--- src/tnet_cfg.svh ---
`ifndef TNET_CFG_SVH
`define TNET_CFG_SVH

//////////////////////////////////////////////////
// Field widths

// Node ID and node count
`define TNET_ID_W        9

// Payload data word
`define TNET_WORD_W      32

// Header opcode and flag fields
`define TNET_OP_W        5
`define TNET_FLG_W       6

//////////////////////////////////////////////////
// Addressing and flags

// Destination accepted by every node
`define TNET_BCAST_ID    {(`TNET_ID_W){1'b1}}

// Flag bit marking a response frame
`define TNET_FLG_RESP    0

//////////////////////////////////////////////////
// Command queue
`define TNET_FIFO_DEPTH  4

`endif
--- src/tnet_pkg.sv ---
`default_nettype none

`include "tnet_cfg.svh"

package tnet_pkg;

   //////////////////////////////////////////////////
   // Opcodes, same encoding as the network nodes
   typedef enum logic [`TNET_OP_W-1:0] {
      OP_SET_NET  = 5'b00010,
      OP_SYNC_NET = 5'b01000,
      OP_UPDT_OFF = 5'b01001,
      OP_SET_DT   = 5'b01010,
      OP_GET_DT   = 5'b01011
   } tnet_op_e;

   //////////////////////////////////////////////////
   // Frame layout

   // 32-bit header
   typedef struct packed {
      logic [2:0]            spare;
      tnet_op_e              op;
      logic [`TNET_FLG_W-1:0] flg;
      logic [`TNET_ID_W-1:0]  dst;
      logic [`TNET_ID_W-1:0]  src;
   } tnet_hdr_t;

   typedef struct packed {
      logic [`TNET_WORD_W-1:0] dt0;
      logic [`TNET_WORD_W-1:0] dt1;
      logic [`TNET_WORD_W-1:0] dt2;
   } tnet_data_t;

   // Queue entry and link frame, header on top
   typedef struct packed {
      tnet_hdr_t  hdr;
      tnet_data_t data;
   } tnet_frame_t;

   //////////////////////////////////////////////////
   // Node parameter set
   typedef struct packed {
      logic [`TNET_ID_W-1:0]   id;
      logic [`TNET_ID_W-1:0]   nn;
      logic [`TNET_WORD_W-1:0] cd;
      logic [`TNET_WORD_W-1:0] dt0;
      logic [`TNET_WORD_W-1:0] dt1;
   } tnet_param_t;

   // Executor FSM
   typedef enum logic [1:0] {
      EXEC_IDLE,
      EXEC_DECODE,
      EXEC_SEND
   } tnet_exec_st_e;

endpackage

`default_nettype wire

--- src/tnet_node.sv ---
`timescale 1ns/100ps
`default_nettype none

`include "tnet_cfg.svh"

module tnet_node import tnet_pkg::*; (
   input  wire         t_clk,
   input  wire         t_aresetn,
   // Local processor commands
   input  wire         c_cmd_i,
   input  wire tnet_op_e    c_op_i,
   input  wire tnet_data_t  c_dt_i,
   output logic        c_ready_o,
   // Network link
   input  wire tnet_frame_t rx_frame_i,
   input  wire         rx_valid_i,
   output tnet_frame_t tx_frame_o,
   output logic        tx_valid_o,
   input  wire         tx_ready_i,
   // Time base and status
   output logic        time_init_o,
   output logic        time_updt_o,
   output logic [`TNET_WORD_W-1:0] time_off_dt_o,
   output tnet_param_t net_param_o,
   output logic        rx_overflow_o
);

   logic        wr_en;
   tnet_frame_t wr_frame;
   logic        wr_local;
   logic        fifo_full;
   logic        rd_en;
   tnet_frame_t rd_frame;
   logic        rd_local;
   logic        not_empty;

   //////////////////////////////////////////////////
   // Producer, queue, consumer

   tnet_cmd_intake i_intake (
      .t_clk (t_clk), .t_aresetn (t_aresetn),
      .c_cmd_i (c_cmd_i), .c_op_i (c_op_i), .c_dt_i (c_dt_i), .c_ready_o (c_ready_o),
      .rx_frame_i (rx_frame_i), .rx_valid_i (rx_valid_i), .node_param_i (net_param_o),
      .fifo_full_i (fifo_full), .wr_en_o (wr_en), .wr_frame_o (wr_frame),
      .wr_local_o (wr_local), .rx_overflow_o (rx_overflow_o));

   tnet_cmd_fifo i_fifo (
      .t_clk (t_clk), .t_aresetn (t_aresetn),
      .wr_en_i (wr_en), .wr_frame_i (wr_frame), .wr_local_i (wr_local),
      .rd_en_i (rd_en), .rd_frame_o (rd_frame), .rd_local_o (rd_local),
      .not_empty_o (not_empty), .full_o (fifo_full));

   tnet_cmd_exec i_exec (
      .t_clk (t_clk), .t_aresetn (t_aresetn),
      .rd_frame_i (rd_frame), .rd_local_i (rd_local), .not_empty_i (not_empty),
      .rd_en_o (rd_en), .tx_frame_o (tx_frame_o), .tx_valid_o (tx_valid_o),
      .tx_ready_i (tx_ready_i), .time_init_o (time_init_o), .time_updt_o (time_updt_o),
      .time_off_dt_o (time_off_dt_o), .node_param_o (net_param_o));

endmodule

`default_nettype wire

--- src/tnet_cmd_exec.sv ---
`timescale 1ns/100ps
`default_nettype none

`include "tnet_cfg.svh"

module tnet_cmd_exec import tnet_pkg::*; (
   input  wire         t_clk,
   input  wire         t_aresetn,
   // Queue read side
   input  wire tnet_frame_t rd_frame_i,
   input  wire         rd_local_i,
   input  wire         not_empty_i,
   output logic        rd_en_o,
   // TX stream
   output tnet_frame_t tx_frame_o,
   output logic        tx_valid_o,
   input  wire         tx_ready_i,
   // Time base control
   output logic        time_init_o,
   output logic        time_updt_o,
   output logic [`TNET_WORD_W-1:0] time_off_dt_o,
   output tnet_param_t node_param_o
);

   tnet_exec_st_e st_q;
   tnet_exec_st_e st_d;
   tnet_frame_t   cmd_q;
   logic          cmd_local_q;
   logic          dec_act;
   logic          send_d;
   logic          init_d;
   logic          updt_d;
   logic          off_ld;
   logic [`TNET_WORD_W-1:0] off_d;
   logic [`TNET_WORD_W-1:0] off_q;
   tnet_param_t   param_q;
   tnet_param_t   param_d;
   tnet_frame_t   tx_d;

   assign dec_act       = (st_q == EXEC_DECODE);
   assign time_init_o   = dec_act && init_d;
   assign time_updt_o   = dec_act && updt_d;
   assign time_off_dt_o = off_q;
   assign node_param_o  = param_q;

   //////////////////////////////////////////////////
   // FSM, one frame in flight
   always_comb begin
      st_d    = st_q;
      rd_en_o = 1'b0;
      case (st_q)
         EXEC_IDLE: begin
            if (not_empty_i) begin
               rd_en_o = 1'b1;
               st_d    = EXEC_DECODE;
            end
         end
         EXEC_DECODE: st_d = send_d ? EXEC_SEND : EXEC_IDLE;
         EXEC_SEND: begin
            if (tx_ready_i) begin
               st_d = EXEC_IDLE;
            end
         end
         default: st_d = EXEC_IDLE;
      endcase
   end

   //////////////////////////////////////////////////
   // Command decode
   always_comb begin
      send_d  = 1'b0;
      init_d  = 1'b0;
      updt_d  = 1'b0;
      off_ld  = 1'b0;
      off_d   = cmd_q.data.dt0;
      param_d = param_q;
      tx_d    = cmd_q;
      if (cmd_local_q) begin
         // Built by the intake, goes out as is
         send_d = 1'b1;
      end else begin
         case (cmd_q.hdr.op)
            OP_SET_NET: begin
               param_d.id        = cmd_q.data.dt2[8:0];
               param_d.nn        = cmd_q.data.dt2[24:16];
               param_d.cd        = cmd_q.data.dt1;
               // ID counter for the next node
               tx_d.data.dt2[8:0] = cmd_q.data.dt2[8:0] + 1'b1;
               send_d            = 1'b1;
            end
            OP_SYNC_NET: begin
               init_d        = 1'b1;
               off_ld        = 1'b1;
               off_d         = cmd_q.data.dt0 + cmd_q.data.dt1;
               tx_d.data.dt0 = cmd_q.data.dt0 + param_q.cd;
               send_d        = 1'b1;
            end
            OP_UPDT_OFF: begin
               updt_d = 1'b1;
               off_ld = 1'b1;
            end
            OP_SET_DT: begin
               param_d.dt0 = cmd_q.data.dt0;
               param_d.dt1 = cmd_q.data.dt1;
            end
            OP_GET_DT: begin
               if (cmd_q.hdr.flg[`TNET_FLG_RESP]) begin
                  param_d.dt0 = cmd_q.data.dt0;
                  param_d.dt1 = cmd_q.data.dt1;
               end else begin
                  // Answer the requester with the stored words
                  tx_d.hdr.flg[`TNET_FLG_RESP] = 1'b1;
                  tx_d.hdr.dst  = cmd_q.hdr.src;
                  tx_d.hdr.src  = param_q.id;
                  tx_d.data.dt0 = param_q.dt0;
                  tx_d.data.dt1 = param_q.dt1;
                  tx_d.data.dt2 = '0;
                  send_d        = 1'b1;
               end
            end
            default: ;
         endcase
      end
   end

   always_ff @(posedge t_clk) begin
      if (!t_aresetn) begin
         st_q       <= EXEC_IDLE;
         tx_valid_o <= 1'b0;
         param_q    <= '0;
         off_q      <= '0;
      end else begin
         st_q <= st_d;
         if (dec_act) begin
            param_q <= param_d;
            if (off_ld) begin
               off_q <= off_d;
            end
            tx_valid_o <= send_d;
         end else if (st_q == EXEC_SEND && tx_ready_i) begin
            tx_valid_o <= 1'b0;
         end
      end
   end

   always_ff @(posedge t_clk) begin
      if (rd_en_o) begin
         cmd_q       <= rd_frame_i;
         cmd_local_q <= rd_local_i;
      end
      if (dec_act && send_d) begin
         tx_frame_o <= tx_d;
      end
   end

   a_tx_hold: assert property (@(posedge t_clk) disable iff (!t_aresetn)
      tx_valid_o && !tx_ready_i |=> tx_valid_o && $stable(tx_frame_o));

endmodule

`default_nettype wire

--- src/tnet_cmd_fifo.sv ---
`timescale 1ns/100ps
`default_nettype none

`include "tnet_cfg.svh"

module tnet_cmd_fifo import tnet_pkg::*; (
   input  wire         t_clk,
   input  wire         t_aresetn,
   input  wire         wr_en_i,
   input  wire tnet_frame_t wr_frame_i,
   input  wire         wr_local_i,
   input  wire         rd_en_i,
   output tnet_frame_t rd_frame_o,
   output logic        rd_local_o,
   output logic        not_empty_o,
   output logic        full_o
);

   localparam int DEPTH = `TNET_FIFO_DEPTH;
   localparam int PTR_W = $clog2(DEPTH);
   localparam int CNT_W = $clog2(DEPTH + 1);

   tnet_frame_t      mem_frame [DEPTH];
   logic             mem_local [DEPTH];
   logic [PTR_W-1:0] wr_ptr;
   logic [PTR_W-1:0] rd_ptr;
   logic [CNT_W-1:0] count;

   // Head entry shows without a read cycle
   assign rd_frame_o  = mem_frame[rd_ptr];
   assign rd_local_o  = mem_local[rd_ptr];
   assign not_empty_o = (count != '0);
   assign full_o      = (count == CNT_W'(DEPTH));

   always_ff @(posedge t_clk) begin
      if (wr_en_i) begin
         mem_frame[wr_ptr] <= wr_frame_i;
         mem_local[wr_ptr] <= wr_local_i;
      end
   end

   //////////////////////////////////////////////////
   // Pointers and fill count
   always_ff @(posedge t_clk) begin
      if (!t_aresetn) begin
         wr_ptr <= '0;
         rd_ptr <= '0;
         count  <= '0;
      end else begin
         if (wr_en_i) begin
            wr_ptr <= (wr_ptr == PTR_W'(DEPTH - 1)) ? '0 : wr_ptr + 1'b1;
         end
         if (rd_en_i) begin
            rd_ptr <= (rd_ptr == PTR_W'(DEPTH - 1)) ? '0 : rd_ptr + 1'b1;
         end
         if (wr_en_i && !rd_en_i) begin
            count <= count + 1'b1;
         end else if (rd_en_i && !wr_en_i) begin
            count <= count - 1'b1;
         end
      end
   end

   a_no_underflow: assert property (@(posedge t_clk) disable iff (!t_aresetn)
      rd_en_i |-> not_empty_o);
   a_no_overflow: assert property (@(posedge t_clk) disable iff (!t_aresetn)
      wr_en_i |-> !full_o);

endmodule

`default_nettype wire

--- src/tnet_cmd_intake.sv ---
`timescale 1ns/100ps
`default_nettype none

`include "tnet_cfg.svh"

module tnet_cmd_intake import tnet_pkg::*; (
   input  wire         t_clk,
   input  wire         t_aresetn,
   // Local processor
   input  wire         c_cmd_i,
   input  wire tnet_op_e    c_op_i,
   input  wire tnet_data_t  c_dt_i,
   output logic        c_ready_o,
   // Network receive
   input  wire tnet_frame_t rx_frame_i,
   input  wire         rx_valid_i,
   input  wire tnet_param_t node_param_i,
   // Queue write side
   input  wire         fifo_full_i,
   output logic        wr_en_o,
   output tnet_frame_t wr_frame_o,
   output logic        wr_local_o,
   output logic        rx_overflow_o
);

   logic        pend_q;
   tnet_op_e    pend_op_q;
   tnet_data_t  pend_dt_q;
   logic        rx_vld_q;
   tnet_frame_t rx_frame_q;
   logic        rx_hit;
   logic        loc_take;
   tnet_frame_t loc_frame;

   //////////////////////////////////////////////////
   // RX destination filter

   assign rx_hit = rx_valid_i &&
                   ((rx_frame_i.hdr.dst == node_param_i.id) ||
                    (rx_frame_i.hdr.dst == `TNET_BCAST_ID));

   // Pending local request blocks new strobes
   assign c_ready_o = !pend_q;

   // RX wins the write slot
   assign loc_take   = pend_q && !rx_vld_q && !fifo_full_i;
   assign wr_en_o    = (rx_vld_q || pend_q) && !fifo_full_i;
   assign wr_local_o = !rx_vld_q;
   assign wr_frame_o = rx_vld_q ? rx_frame_q : loc_frame;

   //////////////////////////////////////////////////
   // Local frame builder
   always_comb begin
      loc_frame          = '0;
      loc_frame.hdr.op   = pend_op_q;
      loc_frame.hdr.src  = node_param_i.id;
      loc_frame.hdr.dst  = pend_dt_q.dt2[24:16];
      loc_frame.data     = pend_dt_q;
      case (pend_op_q)
         OP_SYNC_NET: begin
            loc_frame.hdr.dst  = `TNET_BCAST_ID;
            loc_frame.data     = '0;
            loc_frame.data.dt0 = node_param_i.cd;
         end
         OP_SET_DT: begin
            loc_frame.data.dt2 = '0;
         end
         OP_GET_DT: begin
            loc_frame.data = '0;
         end
         default: ;
      endcase
   end

   always_ff @(posedge t_clk) begin
      if (!t_aresetn) begin
         pend_q        <= 1'b0;
         rx_vld_q      <= 1'b0;
         rx_overflow_o <= 1'b0;
      end else begin
         rx_vld_q <= rx_hit;
         if (c_cmd_i && c_ready_o) begin
            pend_q <= 1'b1;
         end else if (loc_take) begin
            pend_q <= 1'b0;
         end
         // Frame dropped on a full queue
         if (rx_vld_q && fifo_full_i) begin
            rx_overflow_o <= 1'b1;
         end
      end
   end

   always_ff @(posedge t_clk) begin
      rx_frame_q <= rx_frame_i;
      if (c_cmd_i && c_ready_o) begin
         pend_op_q <= c_op_i;
         pend_dt_q <= c_dt_i;
      end
   end

endmodule

`default_nettype wire

--- config.mk ---
export PLATFORM = sky130hd
export DESIGN_NAME = tnet_node
export DESIGN_NICKNAME = d
export VERILOG_FILES = /design/src/tnet_pkg.sv /design/src/tnet_node.sv /design/src/tnet_cmd_exec.sv /design/src/tnet_cmd_fifo.sv /design/src/tnet_cmd_intake.sv
export VERILOG_INCLUDE_DIRS = /design/src
export SDC_FILE = /design/constraint.sdc
export NUM_CORES = 1
export LEC_CHECK = 0
export BUFFER_PORTS_ARGS = -buffer_cell sky130_fd_sc_hd__buf_2
export CORE_MARGIN = 10
export CORE_UTILIZATION = 55
export CTS_CLUSTER_DIAMETER = 30
export DETAILED_ROUTE_END_ITERATION = 12
export GPL_TIMING_DRIVEN = 0
export HOLD_SLACK_MARGIN = 0.02
export PLACE_DENSITY = 0.76
export RECOVER_POWER = 100
export SLEW_MARGIN = 25
export SYNTH_ARGS = -nofsm -noshare
export SYNTH_HDL_FRONTEND = slang
export SYNTH_SLANG_ARGS = --single-unit
--- constraint.sdc ---
create_clock -name t_clk -period 14.75 [get_ports t_clk]
set_input_delay 0.7375 -clock t_clk [delete_from_list [all_inputs] [get_ports t_clk]]
set_output_delay 0.7375 -clock t_clk [all_outputs]
set_load 0.03 [all_outputs]
Word level (Yosys, flattened, before mapping) --
Memories as Yosys holds them, arrays and structs flattened. A register that Yosys moved wholly into a read port is not among the register bits. Index checks and enable logic that the tools add are counted.
Cells by class: add/subtract/negate cells 7, eq/ne operators 18, bitwise gates (word level) 1, reduce and logical (&&, ||, !) cells 32, mux-type cells 39
Operator list (count):
- $pmux W64 S2 | 2
- $mux W128 | 1
- $mux W115 | 1
- $mux W114 | 1
- $mux W32 | 3
- $add A32 B32 Y32 | 2
- $mux W64 | 1
- $pmux W32 S2 | 1
- $mux W55 | 1
- $eq A5 B4 Y1 const B | 7
- $mux W19 | 1
- $pmux W9 S2 | 1
- $mux W1 | 16
- $logic_and A1 B1 Y1 | 12
- $mux W2 | 5
- $add A9 B1 Y9 const B | 1
- $eq A9 B9 Y1 | 1
- $eq A9 B9 Y1 const B | 1
- $mux W9 | 1
- $reduce_bool A2 Y1 | 4
- $eq A2 B2 Y1 const B | 3
- $mux W3 | 2
- $pmux W2 S3 | 1
- $eq A5 B2 Y1 const B | 1
- other kinds (18) | 27
Storage, ports and cells: memories kept 2, output and inout bits 279, flip-flop bits (word level) 516, logic and storage cells 133, bits in writable memories 516
Memory list:
- i_fifo.mem_frame | depth 4, width 128, rd ports 1, clocked after Yosys merged registers in 1, write ports 1, RTL line tnet_cmd_fifo.sv:23 | tnet_frame_t mem_frame [DEPTH];
- i_fifo.mem_local | depth 4, width 1, rd ports 1, clocked after Yosys merged registers in 1, write ports 1, RTL line tnet_cmd_fifo.sv:24 | logic mem_local [DEPTH];

Longest topological paths before layout --
depth in word-level cells 7, mapped depth 12, gate-level depth less buffers 12

By module --
From an unflattened synthesis, not the netlist that was laid out.
Unflattened totals: cell total of the unflattened synthesis 2912, area total of the unflattened synthesis 44547.7 sq um
Modules (own cells, without submodules):
- tnet_cmd_fifo | cells an instance 717, times used 1, area an instance 19080.8 sq um
- tnet_cmd_exec | cells an instance 1621, times used 1, area an instance 17874.6 sq um
- tnet_cmd_intake | cells an instance 574, times used 1, area an instance 7592.3 sq um

Least setup slack after synthesis --
Ideal clock, no wire load.
path kind register to register, start point reg i_exec.cmd_q[124] (netlist name), end point reg i_exec.tx_frame_o[0] (netlist name), data arrival time 6579 ps, period minus slack after synthesis 7199 ps, cell stages (with the launch flop) 8, path slack 7551 ps, cell sequence edfxtp_1 > nor2_1 > nand4_1 > or2_1 > clkbuf_1 > nand2_1 > nor3_1 > nor2_1
Between the ends: word-level cells in the longest chain between the ends 5, elaborated cells between the ends (all ways) 7, classes of those cells eq/ne: 3; mux: 2; reduce/logical: 2
Ends and longest elaborated chain:
- $eq A5 B2 Y1 or $eq A5 B4 Y1 (tied branches) | RTL line tnet_cmd_exec.sv:82 | case (cmd_q.hdr.op)
- $reduce_or A2 Y1 (no line)
- $pmux W1 S2 (*) | RTL line tnet_cmd_exec.sv:82
- $mux W1 (*) | RTL line tnet_cmd_exec.sv:78 | if (cmd_local_q) begin
- $logic_and A1 B1 Y1 (*) | RTL line tnet_cmd_exec.sv:151 | if (dec_act && send_d) begin
Mark *: on every way between the ends. The rest lies on a longest branch, timed or not. A chain may end at the register's enable or synchronous reset.

Worst setup path in the final report --
start point reg i_fifo.count[0], end point reg i_exec.cmd_q[77] (netlist name)
Between the ends: word-level cells in the longest chain between the ends 3
Ends and longest elaborated chain:
- from (decl) | RTL line tnet_cmd_fifo.sv:27 | logic [CNT_W-1:0] count;
- from (signal assigned) | RTL line tnet_cmd_fifo.sv:57 | count <= count + 1'b1;
- from (signal assigned) | RTL line tnet_cmd_fifo.sv:59 | count <= count - 1'b1;
- $reduce_bool A3 Y1 | RTL line tnet_cmd_fifo.sv:32 | assign not_empty_o = (count != '0);
- $mux W1 | RTL line tnet_cmd_exec.sv:53 | if (not_empty_i) begin
- $mux W1 | RTL line tnet_cmd_exec.sv:51 | case (st_q)
- via i_exec.rd_en_o | RTL line tnet_cmd_exec.sv:13 | output logic rd_en_o,
The timed path passes the listed nets, and every way through them passes these cells.

==> metrics.yaml <==
status: "finished, violations left"
violations: "max-capacitance violations, max-slew violations"
dp_hpwl_mm: 95.02
yosys_warnings: 0
antenna_found_initial: 13
cts_post_setup_buffers_inserted: 0
path_class: "reg -> reg"
numCtsBuffers: 198
grt_pass1_wl_mm: 204.5
path_cells: "nor3_1 -> or3_1 -> clkbuf_1 -> clkinvlp_2 -> clkbuf_1"
n_fill_cell: 5335
clk_latency_ns: 0.80
ys_async_sr_fraction: 0
worstHoldPathType: "in -> reg"
ys_seq_elements: 1161
cp-end-kind: "flop"
cp_slowest_stage_delay_ns: 3.89
syn_area_sq_mm: 0.04465
nNetsFinal: 3997
drtPass1Iterations: 9
die_y_microns: 304.9
crit_slowest_cell: "clkbuf_1"
fin_cells: 4931
path_buf_inv: 3
num_rows: 104
rsz0062_at_grt: "false"
drc: 0
clk_pin_slew_ns: 0.05
worst_setup_path_start_kind: "flop"
drv_slew: 767
die_area_sq_mm: 0.09297
start_util: 0.5543
routedWlPerCell_microns: 28.77
vias: 29914
p_per_area_mw_per_mm2: 211.5
ys_types: 67
grt_overflow: 0
finClkSkew_ns: 0.06308
grt_pass1_vias: 30309
cp_data_required_time_ns: 14.99
die_width_microns: 304.9
cpMostUsedCell: "clkbuf_1"
maxCapViolations: 24
top_level_ports: 513
cts_resized: 0
synth_nets: 3209
cts_sinks: 1161
leakagePower_nw: 19.89
setup-violations-final: 0
final_util: 0.6908
port_buffers: 511
grt_start_max_net_pins: 78
fmaxAchievable_mhz: 134.8
synth_edf_count: 874
finalHoldViolations: 0
syn_avg_cell_area_sq_um: 15.38
drt_wl_total_mm: 141.8
ir_worst_vdd_mv: 0.1441
h-tree-depth: 4
postSynthCellCount: 2903
cp_max_fo: 77
hold_buffers: 47
place_congestion: 0.9430
clock_path_buffers: 3
cts_tree: "built"
period_share: 0.5031
via_per_inst: 6.067
synth_ff_type: "edfxtp_1"
tns_ns: 0
relSlewSlack: -2.604
drt_iter0_drc: 3900
period_needed_ns: 7.420
dp.cells: 4502
ys_seq_area_frac: 0.7165
cts_root_buffer: "clkbuf_16"
core_area_sq_mm: 0.08055
crit_family: "buffers and inverters"
track_usage: 0.2986
drive_above_1_share: 0.1948
crit_arrival_ns: 7.66
worstMarginPinSlew_ns: 5.406
syn2layout_area_growth_pct: 24.64
ant_nets: 0
==> sequential cells by signal, summed over array words and instances (netlist names), 2 cells and up <==
signal	count
i_fifo.mem_frame	512
i_fifo.wr_ptr	2
i_exec.st_q	2
i_exec.node_param_o	114
i_exec.time_off_dt_o	32
i_exec.tx_frame_o	128
i_fifo.rd_ptr	2
i_fifo.count	3
i_intake.pend_dt_q	96
i_exec.cmd_q	128
i_intake.rx_frame_q	128
i_fifo.mem_local	4
i_intake.pend_op_q	5
==> area by class of cell <==
| class | instances | area (sq um) | share of cell area |
|---|---|---|---|
| tap | 1060 | 1326 | 0.02383 |
| multi-input combinational | 1518 | 11780 | 0.2116 |
| clock buffer | 227 | 5186 | 0.09320 |
| sequential | 1161 | 31990 | 0.5749 |
| buffer | 163 | 656.9 | 0.01180 |
| antenna | 5 | 12.51 | 0.0002249 |
| clock inverter | 148 | 1685 | 0.03029 |
| timing repair buffer | 588 | 2783 | 0.05001 |
| inverter | 61 | 230.2 | 0.004137 |
==> final timing paths <==
path / from / cells past startpoint / slack [ns] / end
worst max-delay path: i_fifo.count[0] / 5 / 7.33 / i_exec.cmd_q[77]
worst max register to register: i_fifo.count[0] / 5 / 7.33 / i_exec.cmd_q[77]
worst min-delay path: rx_frame_i[15] / 1 / 0.04 / i_intake.rx_frame_q[15]
worst min register to register: i_exec.cmd_q[127] / 0 / 0.42 / i_exec.tx_frame_o[127]
==> where the power goes <==
group | total (mW) | internal (mW) | switching (mW)
logic | 2.55 | 0.924 | 1.62
clock network | 4.62 | 2.89 | 1.72
registers | 4.60 | 4.20 | 0.406
total | 11.8 | 8.01 | 3.75
==> layout by cell type (no fill, tap or decap), types with 42 or more instances in the layout <==
| cell | instances |
|---|---|
| edfxtp_1 | 874 |
| clkbuf_1 | 489 |
| nand2_1 | 392 |
| dfxtp_1 | 287 |
| buf_2 | 214 |
| clkbuf_16 | 200 |
| mux4_2 | 129 |
| o21ai_0 | 120 |
| a21boi_0 | 117 |
| a21oi_1 | 73 |
| ha_1 | 69 |
| nor2_1 | 65 |
| inv_1 | 60 |
| dlygate4sd3_1 | 48 |
| nor2b_1 | 42 |
==> metal layers <==
metal / GRT usage / vias to the layer above / part of all wire
li1: - / 12725 / -
met1: 0.3706 / 14794 / 0.37
met2: 0.4804 / 1962 / 0.48
met3: 0.08147 / 419 / 0.10
met4: 0.1464 / 14 / 0.052
met5: 0 / - / 0.00070
==> cell usage after synthesis (15+ instances only) <==
master	count	area, sq um
ha_1	69	863.3
a21boi_1	19	142.6
mux4_2	129	2905
nand4_1	17	106.4
a21boi_0	98	735.7
a222oi_1	32	320.3
o21ai_1	17	85.08
o21ai_0	113	565.5
nand3_1	33	165.2
a22o_1	33	289.0
a21oi_1	73	365.4
nor3_1	19	95.09
nor2b_1	42	262.8
xnor2_1	31	271.5
xor2_1	30	262.8
inv_1	61	229.0
mux2_2	62	698.2
dfxtp_1	287	5746
a22oi_1	25	187.7
o211ai_1	15	112.6
a21o_1	35	262.8
a31oi_1	20	125.1
nand2_1	392	1471
edfxtp_1	874	26250
clkbuf_1	127	476.7
buf_1	21	78.83
nor2_1	65	244.0
and2_1	17	106.4
==> through the flow <==
step                setup WS (ns)  instance area [sq um]  hold WS (ns)  total power, mW
global placement            3.244                  48530        0.4017            7.132
CTS                         10.16                  56570       0.02001            11.77
detailed placement          10.42                  49230        0.4045            7.141
floorplan                   7.551                  44650        0.4003            6.215
finish                      7.330                  55650       0.04207            11.77
global route                6.980                  55640       0.02251            12.18
==> logic make-up after synthesis <==
kind of cell / Yosys count / synth area share
XOR/XNOR: 61 / 0.01197
buffers and inverters: 224 / 0.01990
flip-flops: 1161 / 0.7165
AND/OR/NAND/NOR: 636 / 0.06263
AO/OA/AOI/OAI: 549 / 0.08556
adder cells (fa/ha/maj): 72 / 0.02068
multiplexers: 200 / 0.08273
Note: power is estimated with default switching activity, not from simulation.
